## config.mk

```make
export PLATFORM = sky130hd
export DESIGN_NAME = riscv_ex_stage
export DESIGN_NICKNAME = d
export VERILOG_FILES = /design/src/riscv_isa_pkg.sv /design/src/ex_pkg.sv /design/src/ex_alu.sv /design/src/ex_branch.sv /design/src/ex_decode.sv /design/src/ex_mul.sv /design/src/ex_result.sv /design/src/riscv_ex_stage.sv
export SDC_FILE = /design/constraint.sdc
export NUM_CORES = 2
export LEC_CHECK = 0
export BUFFER_PORTS_ARGS = -buffer_cell sky130_fd_sc_hd__buf_2
export CAP_MARGIN = 15
export CORE_AREA = 2 2 339 341
export DETAILED_ROUTE_END_ITERATION = 10
export DIE_AREA = 0 0 341 343
export HOLD_SLACK_MARGIN = 0.1
export PLACE_DENSITY = 0.77
export SYNTH_ARGS = -nofsm -noshare
export SYNTH_HDL_FRONTEND = slang
export SYNTH_SLANG_ARGS = --single-unit
```

## constraint.sdc

```tcl
create_clock -name clk -period 8.81 [get_ports clk]
set_input_delay 1.762 -clock clk [delete_from_list [all_inputs] [get_ports clk]]
set_output_delay 1.762 -clock clk [all_outputs]
set_load 0.01 [all_outputs]
```

## src/riscv_isa_pkg.sv

```systemverilog
/*
 * RV32 base encodings shared by every block of the EX stage.
 * Opcode, funct3 and funct7 fields plus the exception cause bit indexes.
 */
package riscv_isa_pkg;

  // Data width of the integer datapath
  parameter int XLEN = 32;

  // Major opcodes handled by this stage
  typedef enum logic [6:0] {
    OPC_OP     = 7'b0110011,
    OPC_OP_IMM = 7'b0010011,
    OPC_LUI    = 7'b0110111,
    OPC_AUIPC  = 7'b0010111,
    OPC_JAL    = 7'b1101111,
    OPC_JALR   = 7'b1100111,
    OPC_BRANCH = 7'b1100011
  } opcode_t;

  // funct3 for OP and OP_IMM
  typedef enum logic [2:0] {
    F3_ADD_SUB = 3'd0,
    F3_SLL     = 3'd1,
    F3_SLT     = 3'd2,
    F3_SLTU    = 3'd3,
    F3_XOR     = 3'd4,
    F3_SRL_SRA = 3'd5,
    F3_OR      = 3'd6,
    F3_AND     = 3'd7
  } funct3_alu_t;

  // funct3 for conditional branches, 2 and 3 are reserved
  typedef enum logic [2:0] {
    F3_BEQ  = 3'd0,
    F3_BNE  = 3'd1,
    F3_BLT  = 3'd4,
    F3_BGE  = 3'd5,
    F3_BLTU = 3'd6,
    F3_BGEU = 3'd7
  } funct3_br_t;

  // funct3 for the M extension multiplies
  typedef enum logic [2:0] {
    F3_MUL    = 3'd0,
    F3_MULH   = 3'd1,
    F3_MULHSU = 3'd2,
    F3_MULHU  = 3'd3
  } funct3_mul_t;

  // funct7 variants
  typedef enum logic [6:0] {
    F7_BASE   = 7'b0000000,
    F7_ALT    = 7'b0100000,
    F7_MULDIV = 7'b0000001
  } funct7_t;

  // ADDI x0,x0,0
  localparam logic [31:0] instr_nop = 32'h0000_0013;

  // Exception vector, one bit per cause
  parameter int exc_size              = 12;
  parameter int cause_misaligned_instr = 0;
  parameter int cause_illegal_instr    = 2;

endpackage

```

## src/ex_pkg.sv

```systemverilog
/*
 * Internal types of the EX stage.
 * The decoded instruction and the per-unit results travel between blocks as these structs.
 */
package ex_pkg;

  // Unit that owns the instruction
  typedef enum logic [1:0] {
    UNIT_ALU,
    UNIT_BRANCH,
    UNIT_MUL
  } unit_t;

  // ALU operations, PASS_B serves LUI
  typedef enum logic [3:0] {
    ALU_ADD,
    ALU_SUB,
    ALU_SLL,
    ALU_SLT,
    ALU_SLTU,
    ALU_XOR,
    ALU_SRL,
    ALU_SRA,
    ALU_OR,
    ALU_AND,
    ALU_PASS_B
  } alu_op_t;

  // Branch unit operations
  typedef enum logic [2:0] {
    BR_BEQ,
    BR_BNE,
    BR_BLT,
    BR_BGE,
    BR_BLTU,
    BR_BGEU,
    BR_JAL,
    BR_JALR
  } br_op_t;

  // Multiplier operations
  typedef enum logic [1:0] {
    MUL_MUL,
    MUL_MULH,
    MUL_MULHSU,
    MUL_MULHU
  } mul_op_t;

  ////////////////////////////////////////////////////
  // Decoded instruction from ex_decode
  typedef struct packed {
    logic                           valid;
    unit_t                          unit;
    alu_op_t                        alu_op;
    br_op_t                         br_op;
    mul_op_t                        mul_op;
    logic [riscv_isa_pkg::XLEN-1:0] opa;
    logic [riscv_isa_pkg::XLEN-1:0] opb;
    logic [riscv_isa_pkg::XLEN-1:0] imm;
    logic [riscv_isa_pkg::XLEN-1:0] pc;
    logic                           illegal;
  } ex_op_t;

  // ALU or multiplier result
  typedef struct packed {
    logic                           valid;
    logic [riscv_isa_pkg::XLEN-1:0] value;
  } unit_res_t;

  // Branch outcome
  typedef struct packed {
    logic                           valid;
    logic [riscv_isa_pkg::XLEN-1:0] link;
    logic                           flush;
    logic [riscv_isa_pkg::XLEN-1:0] nxt_pc;
    logic                           misaligned;
  } br_res_t;

endpackage

```

## src/ex_alu.sv

```systemverilog
/*
 * Integer ALU of the EX stage.
 * Covers OP and OP_IMM forms, LUI through PASS_B and AUIPC as an ADD on the PC.
 */
module ex_alu (
  input  ex_pkg::ex_op_t    op,
  output ex_pkg::unit_res_t res
);

  localparam int XLEN = riscv_isa_pkg::XLEN;

  logic [4:0] shamt;
  logic       lt;
  logic       ltu;

  // Shift amount from the low bits of opB
  assign shamt = op.opb[4:0];

  // Signed and unsigned compares
  assign lt  = $signed(op.opa) < $signed(op.opb);
  assign ltu = op.opa < op.opb;

  always_comb
  begin
    res.valid = op.valid && (op.unit == ex_pkg::UNIT_ALU);
    case (op.alu_op)
      ex_pkg::ALU_ADD:    res.value = op.opa + op.opb;
      ex_pkg::ALU_SUB:    res.value = op.opa - op.opb;
      ex_pkg::ALU_SLL:    res.value = op.opa << shamt;
      ex_pkg::ALU_SLT:    res.value = {{(XLEN-1){1'b0}}, lt};
      ex_pkg::ALU_SLTU:   res.value = {{(XLEN-1){1'b0}}, ltu};
      ex_pkg::ALU_XOR:    res.value = op.opa ^ op.opb;
      ex_pkg::ALU_SRL:    res.value = op.opa >> shamt;
      // Arithmetic shift keeps the sign
      ex_pkg::ALU_SRA:    res.value = $unsigned($signed(op.opa) >>> shamt);
      ex_pkg::ALU_OR:     res.value = op.opa | op.opb;
      ex_pkg::ALU_AND:    res.value = op.opa & op.opb;
      ex_pkg::ALU_PASS_B: res.value = op.opb;
      default:            res.value = '0;
    endcase
  end

endmodule

```

## src/ex_branch.sv

```systemverilog
/*
 * Branch unit of the EX stage.
 * Evaluates branch conditions, forms the jump target and link value,
 * and requests a flush for every taken, aligned control transfer.
 */
module ex_branch (
  input  ex_pkg::ex_op_t  op,
  output ex_pkg::br_res_t res
);

  localparam int XLEN = riscv_isa_pkg::XLEN;

  logic            eq;
  logic            lt;
  logic            ltu;
  logic            taken;
  logic [XLEN-1:0] target;

  // Condition flags on rs1 and rs2
  assign eq  = op.opa == op.opb;
  assign lt  = $signed(op.opa) < $signed(op.opb);
  assign ltu = op.opa < op.opb;

  always_comb
  begin
    case (op.br_op)
      ex_pkg::BR_BEQ:  taken = eq;
      ex_pkg::BR_BNE:  taken = ~eq;
      ex_pkg::BR_BLT:  taken = lt;
      ex_pkg::BR_BGE:  taken = ~lt;
      ex_pkg::BR_BLTU: taken = ltu;
      ex_pkg::BR_BGEU: taken = ~ltu;
      ex_pkg::BR_JAL:  taken = 1'b1;
      ex_pkg::BR_JALR: taken = 1'b1;
      default:         taken = 1'b0;
    endcase
  end

  // JALR is register relative with bit 0 cleared
  assign target = (op.br_op == ex_pkg::BR_JALR) ? ((op.opa + op.imm) & ~XLEN'(1))
                                                : (op.pc + op.imm);

  always_comb
  begin
    res.valid      = op.valid && (op.unit == ex_pkg::UNIT_BRANCH);
    res.link       = op.pc + XLEN'(4);
    res.nxt_pc     = target;
    // Without RVC a target must be word aligned
    res.misaligned = res.valid && taken && (target[1:0] != 2'b00);
    res.flush      = res.valid && taken && (target[1:0] == 2'b00);
  end

endmodule

```

## src/ex_decode.sv

```systemverilog
/*
 * Instruction decode and operand select for the EX stage.
 * Maps the RV32 encoding onto the unit opcodes and applies the EX/WB bypass priority.
 */
module ex_decode (
  input  logic [riscv_isa_pkg::XLEN-1:0] id_pc,
  input  logic [31:0]                    id_instr,
  input  logic                           id_bubble,
  input  logic                           id_bypex_opa,
  input  logic                           id_bypex_opb,
  input  logic                           id_bypwb_opa,
  input  logic                           id_bypwb_opb,
  input  logic [riscv_isa_pkg::XLEN-1:0] rf_srcv1,
  input  logic [riscv_isa_pkg::XLEN-1:0] rf_srcv2,
  input  logic [riscv_isa_pkg::XLEN-1:0] wb_r,
  input  logic [riscv_isa_pkg::XLEN-1:0] ex_r,
  output ex_pkg::ex_op_t                 op
);

  localparam int XLEN = riscv_isa_pkg::XLEN;

  logic [6:0]      opcode;
  logic [2:0]      funct3;
  logic [6:0]      funct7;
  logic [XLEN-1:0] imm_i;
  logic [XLEN-1:0] imm_u;
  logic [XLEN-1:0] imm_b;
  logic [XLEN-1:0] imm_j;
  logic [XLEN-1:0] rs1_val;
  logic [XLEN-1:0] rs2_val;
  logic            bad;

  // funct3 to ALU op, alt picks SUB or SRA
  function automatic ex_pkg::alu_op_t alu_from_f3(input logic [2:0] f3, input logic alt);
    case (f3)
      riscv_isa_pkg::F3_ADD_SUB: return alt ? ex_pkg::ALU_SUB : ex_pkg::ALU_ADD;
      riscv_isa_pkg::F3_SLL:     return ex_pkg::ALU_SLL;
      riscv_isa_pkg::F3_SLT:     return ex_pkg::ALU_SLT;
      riscv_isa_pkg::F3_SLTU:    return ex_pkg::ALU_SLTU;
      riscv_isa_pkg::F3_XOR:     return ex_pkg::ALU_XOR;
      riscv_isa_pkg::F3_SRL_SRA: return alt ? ex_pkg::ALU_SRA : ex_pkg::ALU_SRL;
      riscv_isa_pkg::F3_OR:      return ex_pkg::ALU_OR;
      default:                   return ex_pkg::ALU_AND;
    endcase
  endfunction

  assign opcode = id_instr[6:0];
  assign funct3 = id_instr[14:12];
  assign funct7 = id_instr[31:25];

  // Immediate formats
  assign imm_i = {{20{id_instr[31]}}, id_instr[31:20]};
  assign imm_u = {id_instr[31:12], 12'b0};
  assign imm_b = {{19{id_instr[31]}}, id_instr[31], id_instr[7], id_instr[30:25],
                  id_instr[11:8], 1'b0};
  assign imm_j = {{11{id_instr[31]}}, id_instr[31], id_instr[19:12], id_instr[20],
                  id_instr[30:21], 1'b0};

  // Bypass, EX first, then WB, then register file
  assign rs1_val = id_bypex_opa ? ex_r : (id_bypwb_opa ? wb_r : rf_srcv1);
  assign rs2_val = id_bypex_opb ? ex_r : (id_bypwb_opb ? wb_r : rf_srcv2);

  always_comb
  begin
    // Defaults describe an OP instruction
    op.valid  = ~id_bubble;
    op.unit   = ex_pkg::UNIT_ALU;
    op.alu_op = alu_from_f3(funct3, funct7 == riscv_isa_pkg::F7_ALT);
    op.br_op  = ex_pkg::BR_BEQ;
    op.mul_op = ex_pkg::mul_op_t'(funct3[1:0]);
    op.opa    = rs1_val;
    op.opb    = rs2_val;
    op.imm    = imm_i;
    op.pc     = id_pc;
    bad       = 1'b0;

    case (opcode)
      riscv_isa_pkg::OPC_OP:
      begin
        if (funct7 == riscv_isa_pkg::F7_MULDIV)
        begin
          // Divide encodings are not supported
          op.unit = ex_pkg::UNIT_MUL;
          bad     = funct3[2];
        end
        else if (funct7 == riscv_isa_pkg::F7_ALT)
          bad = (funct3 != riscv_isa_pkg::F3_ADD_SUB) && (funct3 != riscv_isa_pkg::F3_SRL_SRA);
        else
          bad = (funct7 != riscv_isa_pkg::F7_BASE);
      end
      riscv_isa_pkg::OPC_OP_IMM:
      begin
        // Only shifts look at funct7, ADDI keeps its sign bit
        op.alu_op = alu_from_f3(funct3, (funct3 == riscv_isa_pkg::F3_SRL_SRA) &&
                                        (funct7 == riscv_isa_pkg::F7_ALT));
        op.opb    = imm_i;
        if (funct3 == riscv_isa_pkg::F3_SLL)
          bad = (funct7 != riscv_isa_pkg::F7_BASE);
        else if (funct3 == riscv_isa_pkg::F3_SRL_SRA)
          bad = (funct7 != riscv_isa_pkg::F7_BASE) && (funct7 != riscv_isa_pkg::F7_ALT);
      end
      riscv_isa_pkg::OPC_LUI:
      begin
        op.alu_op = ex_pkg::ALU_PASS_B;
        op.opb    = imm_u;
      end
      riscv_isa_pkg::OPC_AUIPC:
      begin
        op.alu_op = ex_pkg::ALU_ADD;
        op.opa    = id_pc;
        op.opb    = imm_u;
      end
      riscv_isa_pkg::OPC_JAL:
      begin
        op.unit  = ex_pkg::UNIT_BRANCH;
        op.br_op = ex_pkg::BR_JAL;
        op.opa   = id_pc;
        op.opb   = imm_j;
        op.imm   = imm_j;
      end
      riscv_isa_pkg::OPC_JALR:
      begin
        op.unit  = ex_pkg::UNIT_BRANCH;
        op.br_op = ex_pkg::BR_JALR;
        op.opb   = imm_i;
        bad      = (funct3 != 3'd0);
      end
      riscv_isa_pkg::OPC_BRANCH:
      begin
        // Compare rs1 with rs2, the target comes from the PC field
        op.unit = ex_pkg::UNIT_BRANCH;
        op.imm  = imm_b;
        case (funct3)
          riscv_isa_pkg::F3_BEQ:  op.br_op = ex_pkg::BR_BEQ;
          riscv_isa_pkg::F3_BNE:  op.br_op = ex_pkg::BR_BNE;
          riscv_isa_pkg::F3_BLT:  op.br_op = ex_pkg::BR_BLT;
          riscv_isa_pkg::F3_BGE:  op.br_op = ex_pkg::BR_BGE;
          riscv_isa_pkg::F3_BLTU: op.br_op = ex_pkg::BR_BLTU;
          riscv_isa_pkg::F3_BGEU: op.br_op = ex_pkg::BR_BGEU;
          default:                bad      = 1'b1;
        endcase
      end
      default:
        bad = 1'b1;
    endcase

    // Illegal encodings run as a harmless ALU op
    if (bad)
      op.unit = ex_pkg::UNIT_ALU;
    op.illegal = op.valid & bad;
  end

endmodule

```

## src/ex_mul.sv

```systemverilog
/*
 * Multi-cycle multiplier for MUL, MULH, MULHSU and MULHU.
 * Stalls the stage for MUL_LATENCY cycles, then presents the selected product half.
 */
module ex_mul #(
  parameter int MUL_LATENCY = 2
) (
  input  logic              clk,
  input  logic              rstn,
  input  ex_pkg::ex_op_t    op,
  output ex_pkg::unit_res_t res,
  output logic              stall
);

  localparam int XLEN = riscv_isa_pkg::XLEN;
  localparam int CW   = $clog2(MUL_LATENCY + 1);

  logic                     start;
  logic                     last;
  logic [CW-1:0]            cnt;
  logic                     a_signed;
  logic                     b_signed;
  logic signed [XLEN:0]     a_ext;
  logic signed [XLEN:0]     b_ext;
  logic signed [2*XLEN+1:0] prod;

  ////////////////////////////////////////////////////
  // Stall control

  assign start = op.valid && (op.unit == ex_pkg::UNIT_MUL);

  // Counter at 1 marks the cycle the product is taken
  assign last  = (cnt == CW'(1));
  assign stall = start && !last;

  always_ff @(posedge clk or negedge rstn)
  begin
    if (!rstn)
      cnt <= '0;
    else if (cnt != '0)
      cnt <= start ? cnt - 1'b1 : '0;
    else if (start)
      cnt <= CW'(MUL_LATENCY);
  end

  ////////////////////////////////////////////////////
  // Product

  // Operand signedness per variant, MUL low half is sign independent
  always_comb
  begin
    case (op.mul_op)
      ex_pkg::MUL_MULHSU: {a_signed, b_signed} = 2'b10;
      ex_pkg::MUL_MULHU:  {a_signed, b_signed} = 2'b00;
      default:            {a_signed, b_signed} = 2'b11;
    endcase
  end

  // One 33x33 signed multiply covers all variants
  assign a_ext = $signed({a_signed & op.opa[XLEN-1], op.opa});
  assign b_ext = $signed({b_signed & op.opb[XLEN-1], op.opb});
  assign prod  = a_ext * b_ext;

  always_comb
  begin
    res.valid = start && last;
    if (op.mul_op == ex_pkg::MUL_MUL)
      res.value = prod[XLEN-1:0];
    else
      res.value = prod[2*XLEN-1:XLEN];
  end

endmodule

```

## src/ex_result.sv

```systemverilog
/*
 * Output register of the EX stage.
 * Picks the unit result, merges exception causes and holds everything while stalled.
 */
module ex_result #(
  parameter logic [riscv_isa_pkg::XLEN-1:0] PC_INIT = 'h200
) (
  input  logic                                clk,
  input  logic                                rstn,
  input  ex_pkg::ex_op_t                      op,
  input  logic                                id_bubble,
  input  logic [31:0]                         id_instr,
  input  logic [riscv_isa_pkg::exc_size-1:0]  id_exception,
  input  ex_pkg::unit_res_t                   alu_res,
  input  ex_pkg::br_res_t                     br_res,
  input  ex_pkg::unit_res_t                   mul_res,
  input  logic                                stall,
  output logic [riscv_isa_pkg::XLEN-1:0]      ex_pc,
  output logic [31:0]                         ex_instr,
  output logic                                ex_bubble,
  output logic [riscv_isa_pkg::XLEN-1:0]      ex_r,
  output logic [riscv_isa_pkg::exc_size-1:0]  ex_exception,
  output logic                                bu_flush,
  output logic [riscv_isa_pkg::XLEN-1:0]      bu_nxt_pc
);

  logic [riscv_isa_pkg::XLEN-1:0]     r_d;
  logic [riscv_isa_pkg::exc_size-1:0] exc_d;
  logic                               flush_d;

  // Result select, multiplier then link value then ALU
  always_comb
  begin
    if (mul_res.valid)
      r_d = mul_res.value;
    else if (br_res.valid)
      r_d = br_res.link;
    else if (alu_res.valid)
      r_d = alu_res.value;
    else
      r_d = '0;
  end

  // A bubble relays only the decode exceptions
  always_comb
  begin
    exc_d = id_exception;
    if (!id_bubble)
    begin
      exc_d[riscv_isa_pkg::cause_illegal_instr]    |= op.illegal;
      exc_d[riscv_isa_pkg::cause_misaligned_instr] |= br_res.misaligned;
    end
  end

  assign flush_d = br_res.flush && !id_bubble && (exc_d == '0);

  ////////////////////////////////////////////////////
  // Pipeline registers

  always_ff @(posedge clk or negedge rstn)
  begin
    if (!rstn)
    begin
      ex_pc        <= PC_INIT;
      ex_instr     <= riscv_isa_pkg::instr_nop;
      ex_bubble    <= 1'b1;
      ex_exception <= '0;
      bu_flush     <= 1'b0;
    end
    else if (!stall)
    begin
      ex_pc        <= op.pc;
      ex_instr     <= id_instr;
      ex_bubble    <= id_bubble;
      ex_exception <= exc_d;
      bu_flush     <= flush_d;
    end
    else
      // Flush is a single cycle pulse
      bu_flush <= 1'b0;
  end

  always_ff @(posedge clk)
  begin
    if (!stall)
    begin
      ex_r      <= r_d;
      bu_nxt_pc <= br_res.nxt_pc;
    end
  end

endmodule

```

## src/riscv_ex_stage.sv

```systemverilog
/*
 * Execute stage of an in-order RV32 integer pipeline.
 * Decode, ALU, branch unit, multiplier and result register wired together,
 * with ex_r looped back for the EX bypass.
 */
module riscv_ex_stage #(
  parameter logic [riscv_isa_pkg::XLEN-1:0] PC_INIT     = 'h200,
  parameter int                             MUL_LATENCY = 2
) (
  input  logic                               clk,
  input  logic                               rstn,

  // From decode
  input  logic [riscv_isa_pkg::XLEN-1:0]     id_pc,
  input  logic [31:0]                        id_instr,
  input  logic                               id_bubble,
  input  logic [riscv_isa_pkg::exc_size-1:0] id_exception,
  input  logic                               id_bypex_opa,
  input  logic                               id_bypex_opb,
  input  logic                               id_bypwb_opa,
  input  logic                               id_bypwb_opb,

  // Register file and WB bypass
  input  logic [riscv_isa_pkg::XLEN-1:0]     rf_srcv1,
  input  logic [riscv_isa_pkg::XLEN-1:0]     rf_srcv2,
  input  logic [riscv_isa_pkg::XLEN-1:0]     wb_r,

  // To memory/writeback
  output logic [riscv_isa_pkg::XLEN-1:0]     ex_pc,
  output logic [31:0]                        ex_instr,
  output logic                               ex_bubble,
  output logic [riscv_isa_pkg::XLEN-1:0]     ex_r,
  output logic [riscv_isa_pkg::exc_size-1:0] ex_exception,

  // Back-pressure and redirect
  output logic                               ex_stall,
  output logic                               bu_flush,
  output logic [riscv_isa_pkg::XLEN-1:0]     bu_nxt_pc
);

  ex_pkg::ex_op_t    op;
  ex_pkg::unit_res_t alu_res;
  ex_pkg::br_res_t   br_res;
  ex_pkg::unit_res_t mul_res;

  ////////////////////////////////////////////////////
  // Decode and operand select

  ex_decode u_decode (
    .id_pc        (id_pc),
    .id_instr     (id_instr),
    .id_bubble    (id_bubble),
    .id_bypex_opa (id_bypex_opa),
    .id_bypex_opb (id_bypex_opb),
    .id_bypwb_opa (id_bypwb_opa),
    .id_bypwb_opb (id_bypwb_opb),
    .rf_srcv1     (rf_srcv1),
    .rf_srcv2     (rf_srcv2),
    .wb_r         (wb_r),
    .ex_r         (ex_r),
    .op           (op)
  );

  ////////////////////////////////////////////////////
  // Execution units

  ex_alu u_alu (
    .op  (op),
    .res (alu_res)
  );

  ex_branch u_branch (
    .op  (op),
    .res (br_res)
  );

  // Only the multiplier stalls
  ex_mul #(
    .MUL_LATENCY (MUL_LATENCY)
  ) u_mul (
    .clk   (clk),
    .rstn  (rstn),
    .op    (op),
    .res   (mul_res),
    .stall (ex_stall)
  );

  // Result merge and output registers
  ex_result #(
    .PC_INIT (PC_INIT)
  ) u_result (
    .clk          (clk),
    .rstn         (rstn),
    .op           (op),
    .id_bubble    (id_bubble),
    .id_instr     (id_instr),
    .id_exception (id_exception),
    .alu_res      (alu_res),
    .br_res       (br_res),
    .mul_res      (mul_res),
    .stall        (ex_stall),
    .ex_pc        (ex_pc),
    .ex_instr     (ex_instr),
    .ex_bubble    (ex_bubble),
    .ex_r         (ex_r),
    .ex_exception (ex_exception),
    .bu_flush     (bu_flush),
    .bu_nxt_pc    (bu_nxt_pc)
  );

endmodule

```

==> run_results.csv <==
group,metric,value,unit
run_status,outcome,"finished with violations",
run_status,violations,"setup timing",
global_route,grt_max_degree,81,
timing,final.setup.worst_slack,-1.57,ns
cts,hold_buffers,0,
job,cap_violations,0,
cts,cts.sinks,144,
critical_path,worstPathMaxFanout,6,
critical_path,crit_type,"input port to flop",
critical_path,crit-reg2reg-launch,"u_result.ex_r[0]",
finish,finalNetCount,9703,
synthesis,syn_inst,6853,
route,num_vias,58600,
die,fp.dieH,343,um
hold_path,hp-start,"u_result.ex_instr[1]",
die,coreArea,113000,um2
die,rows,124,
critical_path,critPathRequiredTime,9.06,ns
synthesis,avgSynthCellArea,8.39,um2
route,drt_pass1_iterations,6,
synthesis,yosys_warnings,0,
synthesis,syn_area,57500,um2
placed_design,dpl.hpwl,247,mm
synthesis,synth-seq-cells,144,
cts,cts_inserted_buffers,17,
critical_path,cp-start-kind,"input port",
route,drt_iter0_markers,7017,
synthesis,async_reset_ff_share,55.6,%
die,die_w,341,um
finish,drive_gt1_share,26.3,%
timing,max_freq,96.4,MHz
global_route,grt_pass1_wl,424,mm
timing,slew_headroom,13.9,%
placed_design,dpl_cell_area,69500,um2
finish,fin_area,73700,um2
cts,tritoncts,"done",
timing,hold_viol_final,0,
cts,htreeDepth,4,
die,die-area,117000,um2
global_route,grt_pass1_vias,60600,
cts,clk-insertion-delay-late,0.51,ns
route,routed_wl,298,mm
timing,setup_viol,32,
placed_design,place_ws,-2.58,ns
synthesis,ys_types,102,
critical_path,cp_slowest_cell,"fa_2",
timing,rsz0062_at_grt,"yes",
placed_design,globalplace.congestion,1.13,
timing,drv_slew,0,
synthesis,synthFlopType,"dfrtp_1",
die,io_pins,322,
cts,clkSlewWorstSetupHoldPaths,0.09,ns
route,antenna_left,0,
synthesis,ys_seq_area_share,6.83,%
timing,min_period,10.38,ns
global_route,antenna_found_initial,13,
timing,post-route-period-util,118,%
critical_path,end_kind,"flop",
cts,clock_path_buffers,2,
hold_path,hold_class,"flop to flop",
route,avgRoutedWirePerCell,31.2,um
timing,skew,0.0478,ns
global_route,grtUsageTotal,50.9,%
die,start_util,50.7,%
placed_design,io_buffers,321,
critical_path,critPathMostFrequentCell,"buf_6",
cts,cts_root_buffer,"clkbuf_16",
timing,tightest_slew,1.28,ns
synthesis,synth_edf_count,64,
critical_path,critPathMaxStageDelay,0.53,ns
route,drc,0,
finish,area_growth,28.2,%
route,via_per_inst,6.13,
finish,fillers,9344,
synthesis,synth_fp_nets,8534,
critical_path,cp.arrival,10.63,ns
critical_path,startpoint,"id_instr[4]",
global_route,gr-total-overflow,0,
## path summary, 6_finish.rpt
kind,end,slack [ns],depth (start not counted)
max in group asynchronous,u_result.ex_pc[7],6.68,1
hold reg to reg,u_result.ex_instr[1],0.47,2
setup / recovery,u_result.ex_r[1],-1.57,45
hold / removal,u_result.ex_instr[1],0.47,2
min in group asynchronous,u_result.ex_pc[16],1.46,1
setup reg to reg,u_result.ex_r[1],-0.18,36
## metal layers
layer | global-route usage, % | vias up | share of wire, %
met5 | 0 | - | 0.025
met4 | 40.0 | 10 | 10
met3 | 14.2 | 1184 | 12
met2 | 75.8 | 4359 | 42
met1 | 62.5 | 29000 | 35
li1 | - | 24000 | -
## flip-flops by register name, indices dropped and copies added (netlist names)
signal,flops
u_result.ex_instr,32
u_result.ex_pc,32
u_mul.cnt,2
u_result.bu_nxt_pc,32
u_result.ex_r,32
u_result.ex_bubble,1
u_result.ex_exception,12
u_result.bu_flush,1
## cells in the final DEF, fill, tap and decap left out, drive strengths merged, types with 22 or more instances in the layout
| cell | n |
|---|---|
| a2111oi | 22 |
| a211o | 23 |
| a211oi | 52 |
| a21o | 74 |
| a21oi | 257 |
| a221oi | 30 |
| a22oi | 33 |
| a31oi | 34 |
| and2 | 25 |
| buf | 1552 |
| dfrtp | 75 |
| edfxtp | 64 |
| fa | 1129 |
| ha | 373 |
| inv | 1207 |
| mux2 | 42 |
| mux2i | 198 |
| nand2 | 1181 |
| nand2b | 31 |
| nand3 | 71 |
| nand4 | 39 |
| nor2 | 568 |
| nor2b | 30 |
| nor3 | 58 |
| o211ai | 31 |
| o21ai | 263 |
| o21bai | 33 |
| o221ai | 27 |
| o31ai | 23 |
| xnor2 | 106 |
| xor2 | 76 |
## cells by family (layout without fill, tap and decap cells)
family | count (synthesis) | in the layout | share of synthesized area (%)
fa+ha+maj | 1502 | 1502 | 47.4
other cells | 0 | 7 | 0
xor+xnor | 182 | 182 | 2.77
flops | 144 | 144 | 6.83
mux | 255 | 255 | 4.98
buf+inv | 1624 | 2805 | 10.9
simple gates | 2102 | 2103 | 15.2
compound gates | 1044 | 1044 | 11.9
## critical path: cells and delay by family
| kind | cells | cell delay (ns) |
|---|---|---|
| buf+inv | 19 | 2.30 |
| compound gates | 8 | 1.30 |
| fa+ha+maj | 9 | 3.78 |
| simple gates | 8 | 1.27 |
| xor+xnor | 1 | 0.19 |
## synth_stat cells, types with 15 or more instances
master        n  share of area, %
nand3_1      71              0.62
inv_1      1191               7.8
inv_2        17              0.11
mux2i_1     192               3.3
nor2_1      566               3.7
dfrtp_1      75               3.3
o21ai_0     254               2.2
buf_1        66              0.43
a22oi_1      32              0.42
or3_1        19              0.21
clkbuf_1    280               1.8
o31ai_1      23              0.30
a211o_1      23              0.35
a31oi_1      34              0.37
mux2_2       36              0.70
a21oi_1     257               2.2
a211oi_1     50              0.65
nor2b_1      30              0.33
nand4_1      38              0.41
nand2b_1     31              0.34
edfxtp_1     64               3.3
a221oi_1     29              0.44
a21o_1       74              0.97
o22ai_1      19              0.21
o221ai_1     27              0.41
mux4_2       15              0.59
ha_1        373               8.1
nand2_1    1181               7.7
and3_1       18              0.20
and2_1       21              0.23
buf_2        46              0.40
nor3_1       57              0.50
o21a_1       19              0.25
fa_1       1129                39
o21bai_1     33              0.43
xnor2_1     106               1.6
o211ai_1     30              0.39
xor2_1       76               1.2
a2111oi_0    20              0.30
## timing repair
action                     CTS  global route
cloned                       5             3
buffers inserted           109            23
setup endpoints to repair   32            32
gates resized for setup    406           148
pin swaps                  211            89
## through the flow
step / utilization, % / setup TNS (ns) / instances / hold WS, ns
finish: 65.0 / -43.22 / 9554 / 0.466
global route: 65.0 / -49.96 / 9548 / 0.476
CTS: 64.2 / -39.66 / 9522 / 0.463
detailed placement: 61.3 / -71.24 / 9387 / 0.451
global placement: 61.3 / -69.31 / 9387 / 0.446
floorplan: - / -33.01 / 6853 / 0.465
## final cells by class
cell class / count / area [um2] / share of cell area (%)
inverter: 1217 / 4680 / 6.35
tap: 1512 / 1890 / 2.57
antenna: 7 / 17.5 / 0.0238
clock inverter: 15 / 185 / 0.251
timing repair buffer: 1555 / 12900 / 17.5
timing repair inverter: 1 / 6.26 / 0.00849
multi-input combinational: 5086 / 49600 / 67.3
clock buffer: 17 / 425 / 0.577
sequential: 144 / 3930 / 5.33
Power is left out: the tool's default activity adds up to more than one toggle a clock period on the data nets, which glitch-free logic cannot reach.
